--- src/source/mt_params.svh ---
////////////////////////////////////////////////////////////////////////////
// TM03/TU77 formatter constants: widths, register map, function codes
// and status/error bit positions, included by every file that needs them
////////////////////////////////////////////////////////////////////////////

`ifndef MT_PARAMS_SVH
`define MT_PARAMS_SVH

// Field widths
`define MT_REG_W        16              // Massbus register word
`define MT_SEL_W        5               // Register select
`define MT_FUN_W        5               // CS1 function field
`define MT_POS_W        16              // Tape position counter
`define MT_UNIT_W       3               // Massbus unit number

`define MT_UNIT         3'd0            // This formatter's unit

// Register addresses
`define MT_REG_CS1      5'o00           // Control/status
`define MT_REG_DS       5'o01           // Drive status
`define MT_REG_ER       5'o02           // Error
`define MT_REG_MR       5'o03           // Maintenance
`define MT_REG_AS       5'o04           // Attention summary
`define MT_REG_FC       5'o05           // Frame count
`define MT_REG_DT       5'o06           // Drive type
`define MT_REG_CC       5'o07           // Check character
`define MT_REG_SN       5'o10           // Serial number
`define MT_REG_TC       5'o11           // Tape control, highest valid

// Function codes, TM03 encoding
`define MT_FUN_DRVCLR   5'o04
`define MT_FUN_PRESET   5'o10
`define MT_FUN_ERASE    5'o12
`define MT_FUN_WRTM     5'o13
`define MT_FUN_SPCFWD   5'o14
`define MT_FUN_SPCREV   5'o15

// Drive status bits
`define MT_DS_ATA       15
`define MT_DS_ERR       14
`define MT_DS_PIP       13
`define MT_DS_MOL       12
`define MT_DS_WRL       11
`define MT_DS_DRY       7
`define MT_DS_BOT       1

// Error register bits
`define MT_ER_UNS       14
`define MT_ER_NEF       11
`define MT_ER_RMR       2
`define MT_ER_ILR       1
`define MT_ER_ILF       0

// Identity and preset values
`define MT_DRV_TYPE     16'o046054      // TAP, DRQ, SPR, TU77
`define MT_DRV_SN       16'h0023        // BCD serial number
`define MT_TC_PRESET    16'o002000      // 1600 bpi, all else clear

`endif

--- src/source/mtPkg.sv ---
////////////////////////////////////////////////////////////////////////////
// Types shared by the tape controller modules and interfaces
////////////////////////////////////////////////////////////////////////////

`include "mt_params.svh"

package mtPkg;

   typedef logic [`MT_REG_W-1:0] mtReg_t;      // One register word
   typedef logic [`MT_SEL_W-1:0] mtRegSel_t;   // Register address
   typedef logic [`MT_FUN_W-1:0] mtFun_t;      // Function code
   typedef logic [`MT_POS_W-1:0] mtPos_t;      // Frames from BOT

   // Error set strobes, one cycle each
   typedef struct packed {
      logic uns;                                // Unsafe
      logic nef;                                // Non-executable function
      logic rmr;                                // Register modify refused
      logic ilr;                                // Illegal register
      logic ilf;                                // Illegal function
   } mtErrSet_t;

endpackage

--- src/source/mtBuses.sv ---
////////////////////////////////////////////////////////////////////////////
// Internal buses: decoder to register file, register file to sequencer
////////////////////////////////////////////////////////////////////////////

// Decoder strobes into the register file
interface mtRegBus;
   import mtPkg::*;

   logic      wrFc;                             // Frame count write
   logic      wrTc;                             // Tape control write
   logic      wrMr;                             // Maintenance write
   logic      clrAttn;                          // AS write with our bit set
   logic      drvClr;                           // Drive clear function
   logic      preset;                           // Read-in preset function
   logic      space;                            // Accepted space command
   logic      reverse;                          // Direction, valid with space
   mtErrSet_t errSet;                           // Error set strobes
   logic      cmdDone;                          // Immediate function done
   mtReg_t    wrData;                           // Write data
   logic      ready;                            // DRY back to the decoder
   logic      atBot;
   logic      fcZero;

   modport decode (
      output wrFc, wrTc, wrMr, clrAttn, drvClr, preset, space, reverse,
      output errSet, cmdDone, wrData,
      input  ready, atBot, fcZero
   );

   modport regs (
      input  wrFc, wrTc, wrMr, clrAttn, drvClr, preset, space, reverse,
      input  errSet, cmdDone, wrData,
      output ready, atBot, fcZero
   );

endinterface

// Frame count and motion handshake
interface mtMotionBus;
   import mtPkg::*;

   logic   start;                               // Begin spacing, one pulse
   logic   reverse;                             // Sampled with start
   mtReg_t fc;                                  // Current frame count
   logic   drvClr;                              // Abort motion
   logic   busy;                                // Spacing in progress
   logic   incFc;                               // One frame moved
   logic   done;                                // Last frame moved
   logic   atBot;                               // Position is zero

   modport regs (
      output start, reverse, fc, drvClr,
      input  busy, incFc, done, atBot
   );

   modport seq (
      input  start, reverse, fc, drvClr,
      output busy, incFc, done, atBot
   );

endinterface

--- src/source/mtCommandDecode.sv ---
////////////////////////////////////////////////////////////////////////////
// Massbus write and GO decoder: register strobes, commands, error sets
////////////////////////////////////////////////////////////////////////////

`include "mt_params.svh"

module mtCommandDecode (
   input  logic                  clk,
   input  logic                  rst,
   input  logic [`MT_UNIT_W-1:0] unit,
   input  logic                  read,
   input  logic                  write,
   input  logic                  go,
   input  mtPkg::mtRegSel_t      regSel,
   input  mtPkg::mtFun_t         fun,
   input  mtPkg::mtReg_t         dataIn,
   input  logic                  writeLock,
   input  logic                  mediaOnline,
   mtRegBus.decode               bus
);

   logic unitSel;                               // Unit matches ours
   logic wrSel;
   logic goSel;
   logic guardedWr;                             // CS1, FC or TC write
   logic goDly;                                 // GO one cycle late, not DRVCLR
   logic fnDrvClr;
   logic fnPreset;
   logic fnErase;
   logic fnWrtm;
   logic fnSpcFwd;
   logic fnSpcRev;
   logic fnLegal;
   logic nef;

   assign unitSel = (unit == `MT_UNIT);
   assign wrSel   = write & unitSel;
   assign goSel   = go & unitSel;

   ////////////////////////////////////////////////////////////////////////////
   // Register writes
   ////////////////////////////////////////////////////////////////////////////

   // Only MR and AS may change during motion
   assign guardedWr = wrSel & ((regSel == `MT_REG_CS1) |
                               (regSel == `MT_REG_FC)  |
                               (regSel == `MT_REG_TC));

   assign bus.wrFc    = wrSel & (regSel == `MT_REG_FC) & bus.ready;
   assign bus.wrTc    = wrSel & (regSel == `MT_REG_TC) & bus.ready;
   assign bus.wrMr    = wrSel & (regSel == `MT_REG_MR);
   assign bus.clrAttn = wrSel & (regSel == `MT_REG_AS) & dataIn[`MT_UNIT];
   assign bus.wrData  = dataIn;

   ////////////////////////////////////////////////////////////////////////////
   // Function decode
   ////////////////////////////////////////////////////////////////////////////

   assign fnDrvClr = goSel & (fun == `MT_FUN_DRVCLR);
   assign fnPreset = goSel & (fun == `MT_FUN_PRESET);
   assign fnErase  = goSel & (fun == `MT_FUN_ERASE);
   assign fnWrtm   = goSel & (fun == `MT_FUN_WRTM);
   assign fnSpcFwd = goSel & (fun == `MT_FUN_SPCFWD);
   assign fnSpcRev = goSel & (fun == `MT_FUN_SPCREV);

   // Transfer, rewind and unload all fall out as illegal
   assign fnLegal = fnDrvClr | fnPreset | fnErase | fnWrtm | fnSpcFwd | fnSpcRev;

   // Write lock, reverse at BOT, space with nothing to count
   assign nef = ((fnErase | fnWrtm) & writeLock) |
                (fnSpcRev & bus.atBot) |
                ((fnSpcFwd | fnSpcRev) & bus.fcZero);

   assign bus.drvClr  = fnDrvClr;
   assign bus.preset  = fnPreset;
   assign bus.space   = (fnSpcFwd | fnSpcRev) & ~nef & mediaOnline & bus.ready;
   assign bus.reverse = fnSpcRev;
   assign bus.cmdDone = (fnErase | fnWrtm) & ~nef & mediaOnline;  // No tape motion

   // Delayed GO so a preset settles before MOL is judged
   always_ff @(posedge clk)
   begin
      if (rst)
         goDly <= 1'b0;
      else
         goDly <= goSel & (fun != `MT_FUN_DRVCLR);
   end

   ////////////////////////////////////////////////////////////////////////////
   // Error sets
   ////////////////////////////////////////////////////////////////////////////

   assign bus.errSet.uns = goDly & ~mediaOnline;
   assign bus.errSet.nef = nef;
   assign bus.errSet.rmr = guardedWr & ~bus.ready;      // Refused, not stored
   assign bus.errSet.ilr = (read | write) & unitSel & (regSel > `MT_REG_TC);
   assign bus.errSet.ilf = goSel & ~fnLegal;

   // One register strobe per bus cycle
   assert property (@(posedge clk) disable iff (rst)
      $onehot0({bus.wrFc, bus.wrTc, bus.wrMr, bus.clrAttn}));

endmodule

--- src/source/mtRegisterFile.sv ---
////////////////////////////////////////////////////////////////////////////
// FC, TC, MR, ER and attention state, drive status and the read mux
////////////////////////////////////////////////////////////////////////////

`include "mt_params.svh"

module mtRegisterFile (
   input  logic             clk,
   input  logic             rst,
   input  logic             init,
   input  logic             mediaOnline,
   input  logic             writeLock,
   input  mtPkg::mtRegSel_t regSel,
   mtRegBus.regs            bus,
   mtMotionBus.regs         motion,
   output mtPkg::mtReg_t    regData,
   output logic             attn,
   output logic             driveReady
);

   import mtPkg::*;

   mtReg_t fc;                                  // Two's complement frame count
   mtReg_t tc;
   mtReg_t mr;
   mtReg_t er;
   mtReg_t ds;                                  // Built, not stored
   mtReg_t asWord;
   mtReg_t errBits;                             // Error sets in ER layout
   logic   ata;
   logic   clear;                               // Init or drive clear

   assign clear = init | bus.drvClr;

   // Back to the decoder and the sequencer
   assign bus.ready      = ~motion.busy;
   assign bus.atBot      = motion.atBot;
   assign bus.fcZero     = (fc == '0);
   assign motion.start   = bus.space;
   assign motion.reverse = bus.reverse;
   assign motion.fc      = fc;
   assign motion.drvClr  = bus.drvClr;

   ////////////////////////////////////////////////////////////////////////////
   // Stored registers
   ////////////////////////////////////////////////////////////////////////////

   always_ff @(posedge clk)
   begin
      if (rst | clear)
         fc <= '0;
      else if (bus.wrFc)
         fc <= bus.wrData;
      else if (motion.incFc)
         fc <= fc + 1'b1;                       // Counts up toward zero
   end

   // Drive clear leaves TC alone
   always_ff @(posedge clk)
   begin
      if (rst | init)
         tc <= '0;
      else if (bus.preset)
         tc <= `MT_TC_PRESET;
      else if (bus.wrTc)
         tc <= bus.wrData;
   end

   always_ff @(posedge clk)
   begin
      if (rst | init)
         mr <= '0;
      else if (bus.wrMr)
         mr <= bus.wrData;
   end

   always_comb
   begin
      errBits = '0;
      errBits[`MT_ER_UNS] = bus.errSet.uns;
      errBits[`MT_ER_NEF] = bus.errSet.nef;
      errBits[`MT_ER_RMR] = bus.errSet.rmr;
      errBits[`MT_ER_ILR] = bus.errSet.ilr;
      errBits[`MT_ER_ILF] = bus.errSet.ilf;
   end

   always_ff @(posedge clk)
   begin
      if (rst | clear)
         er <= '0;
      else
         er <= er | errBits;                    // Sticky until cleared
   end

   // Attention, set wins over an AS clear
   always_ff @(posedge clk)
   begin
      if (rst | clear)
         ata <= 1'b0;
      else if ((|errBits) | bus.cmdDone | motion.done)
         ata <= 1'b1;
      else if (bus.clrAttn)
         ata <= 1'b0;
   end

   ////////////////////////////////////////////////////////////////////////////
   // Status and reads
   ////////////////////////////////////////////////////////////////////////////

   always_comb
   begin
      ds = '0;
      ds[`MT_DS_ATA] = ata;
      ds[`MT_DS_ERR] = |er;
      ds[`MT_DS_PIP] = motion.busy;
      ds[`MT_DS_MOL] = mediaOnline;
      ds[`MT_DS_WRL] = writeLock;
      ds[`MT_DS_DRY] = ~motion.busy;
      ds[`MT_DS_BOT] = motion.atBot;
      asWord = '0;
      asWord[`MT_UNIT] = ata;                   // Our slot in the summary
   end

   always_comb
   begin
      case (regSel)
         `MT_REG_DS: regData = ds;
         `MT_REG_ER: regData = er;
         `MT_REG_MR: regData = mr;
         `MT_REG_AS: regData = asWord;
         `MT_REG_FC: regData = fc;
         `MT_REG_DT: regData = `MT_DRV_TYPE;
         `MT_REG_SN: regData = `MT_DRV_SN;
         `MT_REG_TC: regData = tc;
         default:    regData = '0;              // CS1, CC, illegal
      endcase
   end

   assign attn       = ata;
   assign driveReady = ~motion.busy;

   // Decoder must hold off FC writes during motion
   assert property (@(posedge clk) disable iff (rst) bus.wrFc |-> !motion.busy);

endmodule

--- src/source/mtMotionSequencer.sv ---
////////////////////////////////////////////////////////////////////////////
// Space sequencer: one frame per clock, tracks tape position and BOT
////////////////////////////////////////////////////////////////////////////

module mtMotionSequencer (
   input logic     clk,
   input logic     rst,
   input logic     init,
   mtMotionBus.seq motion
);

   import mtPkg::*;

   typedef enum logic {
      stIdle,
      stSpace
   } seqState_t;

   seqState_t state;
   logic      dirRev;                           // Latched with start
   mtPos_t    pos;                              // Frames from BOT
   logic      spacing;
   logic      lastFrame;

   assign spacing = (state == stSpace);

   // Next FC is zero, or reverse is about to hit BOT
   assign lastFrame = (motion.fc == '1) | (dirRev & (pos == mtPos_t'(1)));

   always_ff @(posedge clk)
   begin
      if (rst | init)
      begin
         state  <= stIdle;
         dirRev <= 1'b0;
         pos    <= '0;                          // Loaded at BOT
      end
      else if (motion.drvClr)
         state <= stIdle;                       // Abort, tape stays put
      else
      begin
         case (state)
            stIdle:
               if (motion.start)
               begin
                  state  <= stSpace;
                  dirRev <= motion.reverse;
               end
            stSpace:
            begin
               if (dirRev)
                  pos <= pos - 1'b1;
               else
                  pos <= pos + 1'b1;
               if (lastFrame)
                  state <= stIdle;
            end
            default: state <= stIdle;
         endcase
      end
   end

   assign motion.busy  = spacing;
   assign motion.incFc = spacing;               // One frame this cycle
   assign motion.done  = spacing & lastFrame;
   assign motion.atBot = (pos == '0);

   // NEF in the decoder keeps reverse spaces off BOT
   assert property (@(posedge clk) disable iff (rst)
      (spacing && dirRev) |-> (pos != '0));

endmodule

--- src/source/mtTapeCtrl.sv ---
////////////////////////////////////////////////////////////////////////////
// Tape controller top level with Massbus-style register ports
////////////////////////////////////////////////////////////////////////////

`include "mt_params.svh"

module mtTapeCtrl (
   input  logic                  clk,
   input  logic                  rst,
   input  logic                  init,          // Massbus initialize
   input  logic [`MT_UNIT_W-1:0] unit,
   input  logic                  read,
   input  logic                  write,
   input  logic                  go,
   input  mtPkg::mtRegSel_t      regSel,
   input  mtPkg::mtFun_t         fun,
   input  mtPkg::mtReg_t         dataIn,
   input  logic                  writeLock,
   input  logic                  mediaOnline,
   output mtPkg::mtReg_t         regData,
   output logic                  regAck,
   output logic                  attn,
   output logic                  driveReady
);

   mtRegBus    regBus ();
   mtMotionBus motionBus ();

   mtCommandDecode u_mtCommandDecode (
      .clk         (clk),
      .rst         (rst),
      .unit        (unit),
      .read        (read),
      .write       (write),
      .go          (go),
      .regSel      (regSel),
      .fun         (fun),
      .dataIn      (dataIn),
      .writeLock   (writeLock),
      .mediaOnline (mediaOnline),
      .bus         (regBus.decode)
   );

   mtRegisterFile u_mtRegisterFile (
      .clk         (clk),
      .rst         (rst),
      .init        (init),
      .mediaOnline (mediaOnline),
      .writeLock   (writeLock),
      .regSel      (regSel),
      .bus         (regBus.regs),
      .motion      (motionBus.regs),
      .regData     (regData),
      .attn        (attn),
      .driveReady  (driveReady)
   );

   mtMotionSequencer u_mtMotionSequencer (
      .clk         (clk),
      .rst         (rst),
      .init        (init),
      .motion      (motionBus.seq)
   );

   // Valid selects on our unit
   assign regAck = (unit == `MT_UNIT) & (regSel <= `MT_REG_TC);

endmodule

--- config.mk ---
export PLATFORM = sky130hd
export DESIGN_NAME = mtTapeCtrl
export DESIGN_NICKNAME = d
export VERILOG_FILES = /design/src/source/mtPkg.sv /design/src/source/mtBuses.sv /design/src/source/mtCommandDecode.sv /design/src/source/mtRegisterFile.sv /design/src/source/mtMotionSequencer.sv /design/src/source/mtTapeCtrl.sv
export VERILOG_INCLUDE_DIRS = /design/src /design/src/source
export SDC_FILE = /design/constraint.sdc
export NUM_CORES = 1
export LEC_CHECK = 0
export ABC_AREA = 0
export BUFFER_PORTS_ARGS = -buffer_cell sky130_fd_sc_hd__buf_2
export CAP_MARGIN = 20
export CORE_MARGIN = 2
export CORE_UTILIZATION = 40
export CTS_CLUSTER_DIAMETER = 60
export DETAILED_ROUTE_END_ITERATION = 8
export PLACE_DENSITY = 0.58
export SLEW_MARGIN = 15
export SYNTH_ARGS = -nofsm -noshare
export SYNTH_HDL_FRONTEND = slang
export SYNTH_SLANG_ARGS = --single-unit
--- constraint.sdc ---
create_clock -name clk -period 5 [get_ports clk]
set_input_delay 0.25 -clock clk [delete_from_list [all_inputs] [get_ports clk]]
set_output_delay 0.25 -clock clk [all_outputs]
set_load 0.005 [all_outputs]
# Word-level counts from Yosys, hierarchy flattened
# Cells that the tools add are included.
# totals
regBits	84
wordCells	113
# classes
n_eq_ne	17
muxes	11
n_addsub	3
order_cmp	2
reduce_logical	13
bitwise	57
# ops
cell	count
case mux 16 bit (8 select lines)	1
two-way mux 16 bit	3
equality test 5 x 4 -> 1 bit, second input constant	7
AND 1 bit	33
adder 16 x 1 -> 16 bit, second input constant	2
zero test 16 bit	2
two-way mux 11 bit	2
equality test 5 x 3 -> 1 bit, second input constant	4
bitwise OR 1 bit	18
equality test 16 x 1 -> 1 bit, second input constant	1
equality test 16 bit, second input constant	1
bitwise OR 16 x 15 -> 16 bit	1
OR reduction 16 bit	1
subtractor 16 x 1 -> 16 bit, second input constant	1
equality test 5 x 2 -> 1 bit, second input constant	2
nonzero test 2 bit	3
equality test 5 x 1 -> 1 bit, second input constant	1
> comparator 5 x 4 -> 1 bit, second input constant	1
less-or-equal comparator 5 x 4 -> 1 bit, second input constant	1
zero test 5 bit	1
!= test 5 x 3 -> 1 bit, second input constant	1
NOT 1 bit	5
OR reduction 5 bit	1
two-way mux 1 bit	4
other kinds (5)	6

# Depth between registers and ports, before layout
# Gate-level depths: netlist (run 1).
# depth
word_depth	14
depth_mapped	8

# Modules after synthesis
# A second synthesis (run 1) with hierarchy kept.
# hier_totals
cells_unflattened	544
area_unflattened_um2	4384.2
# modules_own_cells
module	cells_each	instances	area_per_inst_um2
mtRegisterFile	331	1	2761.4
mtMotionSequencer	149	1	1163.6
mtCommandDecode	61	1	441.7
mtTapeCtrl	3	1	17.5

# Worst setup path after synthesis (run 1)
# No wires, ideal clock.
# synth_timing
path_type	input -> output
start	input regSel[4]
end	output regData[7]
path_slack_ns	3.133
required_ns	4.750
arrival_ns	1.617
n_path_buf	1
stages	5
cell_sequence	buf_2 or3b_4 nor3_1 a22o_1 a221o_1
# synth_via
elab_chain_len	2
word_cells_on_any_way	9
cone_classes	8 x eq/ne; 1 x mux
# synth_rtl
element	line_no	text
start, declared	mtTapeCtrl.sv:15	input mtPkg::mtRegSel_t regSel,
equality test 5 x 4 -> 1 bit (tied with other cells)	mtRegisterFile.sv:126	case (regSel)
case mux 16 bit (8 select lines) (*)	mtRegisterFile.sv:126	
end, declared	mtTapeCtrl.sv:20	output mtPkg::mtReg_t regData,
# Every way passes the cells marked *; elsewhere a longest branch is shown, timed or not.

# Worst setup path after layout (run 1)
# layout_timing
start	register u_mtMotionSequencer.state, in the netlist u_mtMotionSequencer.motion.busy
end	register u_mtMotionSequencer.pos[15]
# layout_via
elab_chain_len	1
# layout_rtl
element	line_no	text
start, declared	mtMotionSequencer.sv:19	seqState_t state;
start signal, assigned	mtMotionSequencer.sv:34	state <= stIdle;
start signal, assigned	mtMotionSequencer.sv:39	state <= stIdle;
start signal, assigned	mtMotionSequencer.sv:46	state <= stSpace;
AND reduction 2 bit (no line)	--	
end signal, assigned	mtMotionSequencer.sv:52	pos <= pos - 1'b1;
end signal, assigned	mtMotionSequencer.sv:54	pos <= pos + 1'b1;
end, declared	mtMotionSequencer.sv:21	mtPos_t pos;
# Every way passes these cells.
# A chain may end at the register's enable or synchronous reset.

==> out/metrics.yaml, run 1 <==
die_w_um: 105
coreArea_sq_mm: 0.00986
power_leakage_nw: 1.60
synth_top_area_share_pct: 35.7
critPathBufInv: 1
setup_viol: 0
critPathLaunch: "u_mtMotionSequencer.motion.busy"
start_util_pct: 41.5
synth_ff_type: "dfxtp_1"
ys_ff_latch: 73
yosysUniqueCellTypes: 65
async_flop_share_pct: 0
reg2reg_setup_slack_ps: 2450
period_minus_slack_ps: 2550
fmax_ghz: 0.392
drt-initial-drc-count: 419
grt.total_usage_pct: 22.3
route.detailed.drc: 0
worst_pin_slew_ps: 1030
cts-hold-fix-buffers: 0
avgViaCountPerCell: 5.79
startpoint_type: "flip-flop"
path_cells: "inv_1 > a31oi_1 > o2111ai_1 > or3_1 > a21oi_1"
timing_hold_violations_final: 0
routed_wl_um: 12100
ir_drop_mv: 0.138
path_delay_family: "compound AO/OA/AOI/OAI gates"
hold_start: "rst"
drive_gt1_share_pct: 16.6
rsz0062_at_grt: "false"
syn_inst: 534
cts_sinks: 73
synthTopCellsByArea: "dfxtp_1 36%, nand2_1 8.6%, a21oi_1 7.5%"
htreeDepth: 3
synth_fp_nets: 577
synth_edf_count: 0
maxCapViolCount: 0
vias: 4090
critPathCaptureType: "flip-flop"
crit_slowest_cell: "dfxtp_1"
synth.avg_cell_area_sq_um: 7.67
path_class: "reg -> reg"
status: "completed"
cts_setup_buffers: 0
final.setup_skew_ps: 13.1
grt_pass1_wl_um: 20000
dieHeight_um: 105
setup_slack_ps: 2450
grt_max_degree: 36
power-per-cell-area_mw_per_mm2: 265
fin_area_sq_mm: 0.00466
dp_hpwl_um: 8560
worst_skew_pair.late_latency_ps: 350
io_buffer_count: 55
dieArea_sq_mm: 0.0111
routabilityCongestion: 0.920
cts_buffer_depth: 2
antenna_found_initial: 0
overflow: 0
fillers: 978
areaGrowthSynthToFinish_pct: 13.7
p_total_w: 0.00123
synth_largest_area_cell: "dfxtp_1"
fin_nets: 612
crit_arrival_ps: 2830
synth_seq_area_share_pct: 35.7
netlist_area_sq_mm: 0.00410
placed_area_sq_mm: 0.00441
pin_count: 56
clkTransAtPathRegs_ps: 80
firstDrtPassIters: 7
reg2reg_from: "u_mtMotionSequencer.motion.busy"
slew_headroom_pct: 30.6
post_drt_wl_per_cell_um: 17.1
crit_required_ps: 5280
cts_tree: "built"
num_rows: 36
fin_setup_tns_ps: 0
synth_common_cells: "94 x nand2_1, 73 x dfxtp_1, 61 x a21oi_1"
timing.final.crit_share_pct: 51.0
first_global_vias: 3787
synth_warnings: 0
num_antenna_cells: 0
clockRootBuffer: "clkbuf_8"
slowest_delay_ps: 730
dpl_worst_slack_ps: 2230
final_antenna_net_count: 0
holdCritPathClass: "in -> reg"
post_cts_resized: 0
cts_buffers: 9
worstPathMaxFanout: 14
report.final.slew_viol_count: 0
yosysMostFrequentCell: "nand2_1"
==> sequential cells by signal, summed over array words and instances, names as in the netlist <==
name / flops
u_mtRegisterFile.attn: 1
u_mtMotionSequencer.pos: 16
u_mtCommandDecode.goDly: 1
u_mtRegisterFile.tc: 16
u_mtMotionSequencer.motion.busy: 1
u_mtRegisterFile.motion.fc: 16
u_mtMotionSequencer.dirRev: 1
u_mtRegisterFile.mr: 16
u_mtRegisterFile.er: 5
==> per-stage QoR <==
stage / instances / util [%] / hold WS, ps
6_report: 707 / 47.2 / 90.0
5_1_grt: 707 / 47.2 / 70.6
4_1_cts: 707 / 47.2 / 73.2
3_5_place_dp: 691 / 44.7 / 444
3_3_place_gp: 690 / 44.6 / 439
2_1_floorplan: 534 / - / 323
==> cells by family (layout without fill, tap and decap cells) <==
kind of cell | count (synthesis) | after routing | share of synthesized area [%]
XOR/XNOR | 10 | 10 | 2.14
AND/OR/NAND/NOR | 244 | 244 | 31.6
multiplexers | 1 | 1 | 0.244
adder cells (fa/ha/maj) | 6 | 6 | 1.83
flip-flops | 73 | 73 | 35.7
buffers and inverters | 53 | 93 | 5.53
AO/OA/AOI/OAI | 147 | 147 | 23.0
==> power breakdown <==
part | internal, W | total [W] | switching [W] | leakage (nW)
clock | 0.000337 | 0.000582 | 0.000244 | 0.122
combinational | 0.0000240 | 0.0000703 | 0.0000463 | 0.890
sequential | 0.000582 | 0.000583 | 0.000000894 | 0.588
total | 0.000943 | 0.00123 | 0.000292 | 1.60
==> placed cells by master, fill, tap and decap left out, types with 13 or more instances in the layout <==
master and n:
o21ai_0 21, a21oi_1 61, dfxtp_1 73, inv_1 18, nor2_1 36, nand2_1 94, a22oi_1 13, nand4_1 18
nand3_1 19, buf_2 56
==> routing by layer <==
metal	track usage, %	share of wire [%]
met5	0	0
met4	6.57	1.8
met3	4.24	6.1
met2	34.8	45
met1	31.2	47
==> worst paths after layout <==
| path | cells after the start | end |
|---|---|---|
| min | 2 | u_mtCommandDecode.goDly |
| max | 5 | u_mtMotionSequencer.pos[15] |
| min reg2reg | 2 | u_mtRegisterFile.tc[7] |
| max reg2reg | 5 | u_mtMotionSequencer.pos[15] |
==> cell type report <==
class | instances | area, sq um | share of cell area (%)
multi-input cells | 408 | 2410 | 51.7
flip-flops and latches | 73 | 1460 | 31.4
repair buffers | 59 | 303 | 6.50
well taps | 133 | 166 | 3.57
clock inverters | 7 | 126 | 2.71
clock buffers | 9 | 124 | 2.66
inverters | 18 | 67.6 | 1.45
Note: power is estimated with default switching activity, not from simulation.
==> run 2: changes to the inputs <==
- PLACE_DENSITY: 0.58 -> 0.6
- clock period: 5 -> 2.2 ns (I/O delays scaled with it)
==> out/metrics.yaml, run 2 (same netlist as run 1, synthesis figures left out) <==
status: "completed"
cts_sinks: 73  # unchanged
critPathCaptureType: "output port"
firstDrtPassIters: 5  # -2
drt-initial-drc-count: 372  # -11%
overflow: 0  # unchanged
drive_gt1_share_pct: 19.0  # +2.4 points
crit_cells: 4  # -1
whs_ps: 14.2  # -75.8 ps
slew_headroom_pct: 52.1  # +22 points
htreeDepth: 3  # unchanged
rsz0062_at_grt: "false"
layout_common_cells: "94 x nand2_1, 73 x dfxtp_1, 61 x a21oi_1"
holdCritPathClass: "in -> reg"
crit_slowest_cell: "or4_1"
antenna_found_initial: 0  # unchanged
grt.total_usage_pct: 23.1  # +0.82 points
cts_setup_buffers: 0  # unchanged
vias: 4278  # +4.6%
power_leakage_nw: 1.69  # +5.7%
critPathBufInv: 1  # unchanged
fin_area_sq_mm: 0.00479  # +2.9%
worstHoldPathCells: 3  # +1
ir_drop_mv: 0.255  # +84%
routed_wl_um: 12500  # +3.3%
path_class: "reg -> out"
reg2reg_depth: 6  # +1
areaGrowthSynthToFinish_pct: 17.0
routabilityCongestion: 0.838  # -8.9%
timing.final.crit_share_pct: 93.3
worstPathMaxFanout: 3  # -11
num_antenna_cells: 0  # unchanged
clockRootBuffer: "clkbuf_8"
grt_pass1_wl_um: 20400  # +2.0%
coreArea_sq_mm: 0.00986  # unchanged
report.final.slew_viol_count: 0  # unchanged
maxCapViolCount: 0  # unchanged
path_delay_family: "simple AND/OR/NAND/NOR gates"
dieHeight_um: 105  # unchanged
slowest_delay_ps: 550  # -180 ps
period_minus_slack_ps: 2050
first_global_vias: 3990  # +5.4%
num_rows: 36  # unchanged
fillers: 984  # +0.61%
regArea_sq_mm: 0.00146  # unchanged
post_cts_resized: 0  # unchanged
timing_hold_violations_final: 0  # unchanged
startpoint_type: "flip-flop"
clkTransAtPathRegs_ps: 80  # about the same
io_buffer_count: 55  # unchanged
post_drt_wl_per_cell_um: 17.1  # +0.29%
die_w_um: 105  # unchanged
worst_skew_pair.late_latency_ps: 360  # about the same
cts_tree: "built"
final_antenna_net_count: 0  # unchanged
placed_area_sq_mm: 0.00454  # +3.1%
dp_hpwl_um: 8970  # +4.8%
final_util_pct: 48.6  # +1.4 points
path_cells: "or4_1 > a222oi_1 > nand4_1 > buf_2"
cts_buffers: 9  # unchanged
dieArea_sq_mm: 0.0111  # unchanged
avgViaCountPerCell: 5.88  # +1.6%
cts_buffer_depth: 2  # unchanged
worst_pin_slew_ps: 716  # -317 ps
layout_commonest_cell: "nand2_1"
fin_setup_tns_ps: 0  # unchanged
crit_arrival_ps: 1940  # -890 ps
power-per-cell-area_mw_per_mm2: 559  # +110%
pin_count: 56  # unchanged
start_util_pct: 41.5  # unchanged
final.setup_skew_ps: 5.68  # -7.40 ps
multi_input_area_sq_mm: 0.00241  # unchanged
crit_required_ps: 2090  # -3190 ps
fin_nets: 633  # +3.4%
grt_max_degree: 35  # -2.8%
fmax_ghz: 0.487
route.detailed.drc: 0  # unchanged
setup_viol: 0  # unchanged
==> run 2: cell types whose count changed in the layout (fill, tap and decap cells not counted) <==
cell / delta
buf_4: +19
dlygate4sd3_1: +3
clkinv_2: +2
buf_2: -1
bufinv_16: -1
clkinv_4: +1
inv_6: -1
inv_8: -1
==> run 2: area by class of cell <==
class | instances | share of cell area [%]
Tap cell | 133 | 3.47
Clock inverter | 7 | 1.98
Timing Repair Buffer | 80 | 9.82
Sequential cell | 73 | 30.5
Clock buffer | 9 | 2.58
Inverter | 18 | 1.41
Multi-Input combinational cell | 408 | 50.2
==> run 2: worst register-to-register path: cells and delay by family (launching register included) <==
kind / cells / cell delay (ps)
AO/OA/AOI/OAI: 2 / 320
adder cells (fa/ha/maj): 1 / 170
flip-flops: 1 / 440
AND/OR/NAND/NOR: 3 / 940
==> run 2: report_power, final <==
part	internal, W	leakage (nW)	switching (W)
logic	0.0000624	0.993	0.000109
clock network	0.000638	0.109	0.000546
registers	0.00132	0.588	0.00000212
total	0.00202	1.69	0.000657
==> run 2: metrics by stage <==
step,setup WS (ps),instances,power (W)
after global routing,18.2,728,0.00279
after detailed placement,301,709,0.00152
after CTS,155,727,0.00270
after floorplan,445,534,0.00144
after global placement,334,709,0.00152
final,147,728,0.00268
==> run 2: final timing paths <==
check,from,endpoint,slack [ps]
setup / recovery,u_mtRegisterFile.er[0],regData[14],150
hold / removal,dataIn[3],u_mtRegisterFile.tc[3],10
setup reg to reg,u_mtMotionSequencer.pos[0],u_mtMotionSequencer.pos[14],260
hold reg to reg,u_mtRegisterFile.mr[13],u_mtRegisterFile.mr[13],460
==> run 2: routing by layer <==
metal	share of wire, %	GRT usage [%]	up-vias
li1	-	-	2068
met1	45	30.7	2034
met2	47	36.8	146
met3	6.2	5.05	30
met4	2.6	8.38	0
met5	0	0	-
==> run 2: timing repair <==
action                                  CTS  global route
hold buffers                              2             1
endpoints found under the hold margin     2             1
endpoints found under the setup margin    0             0
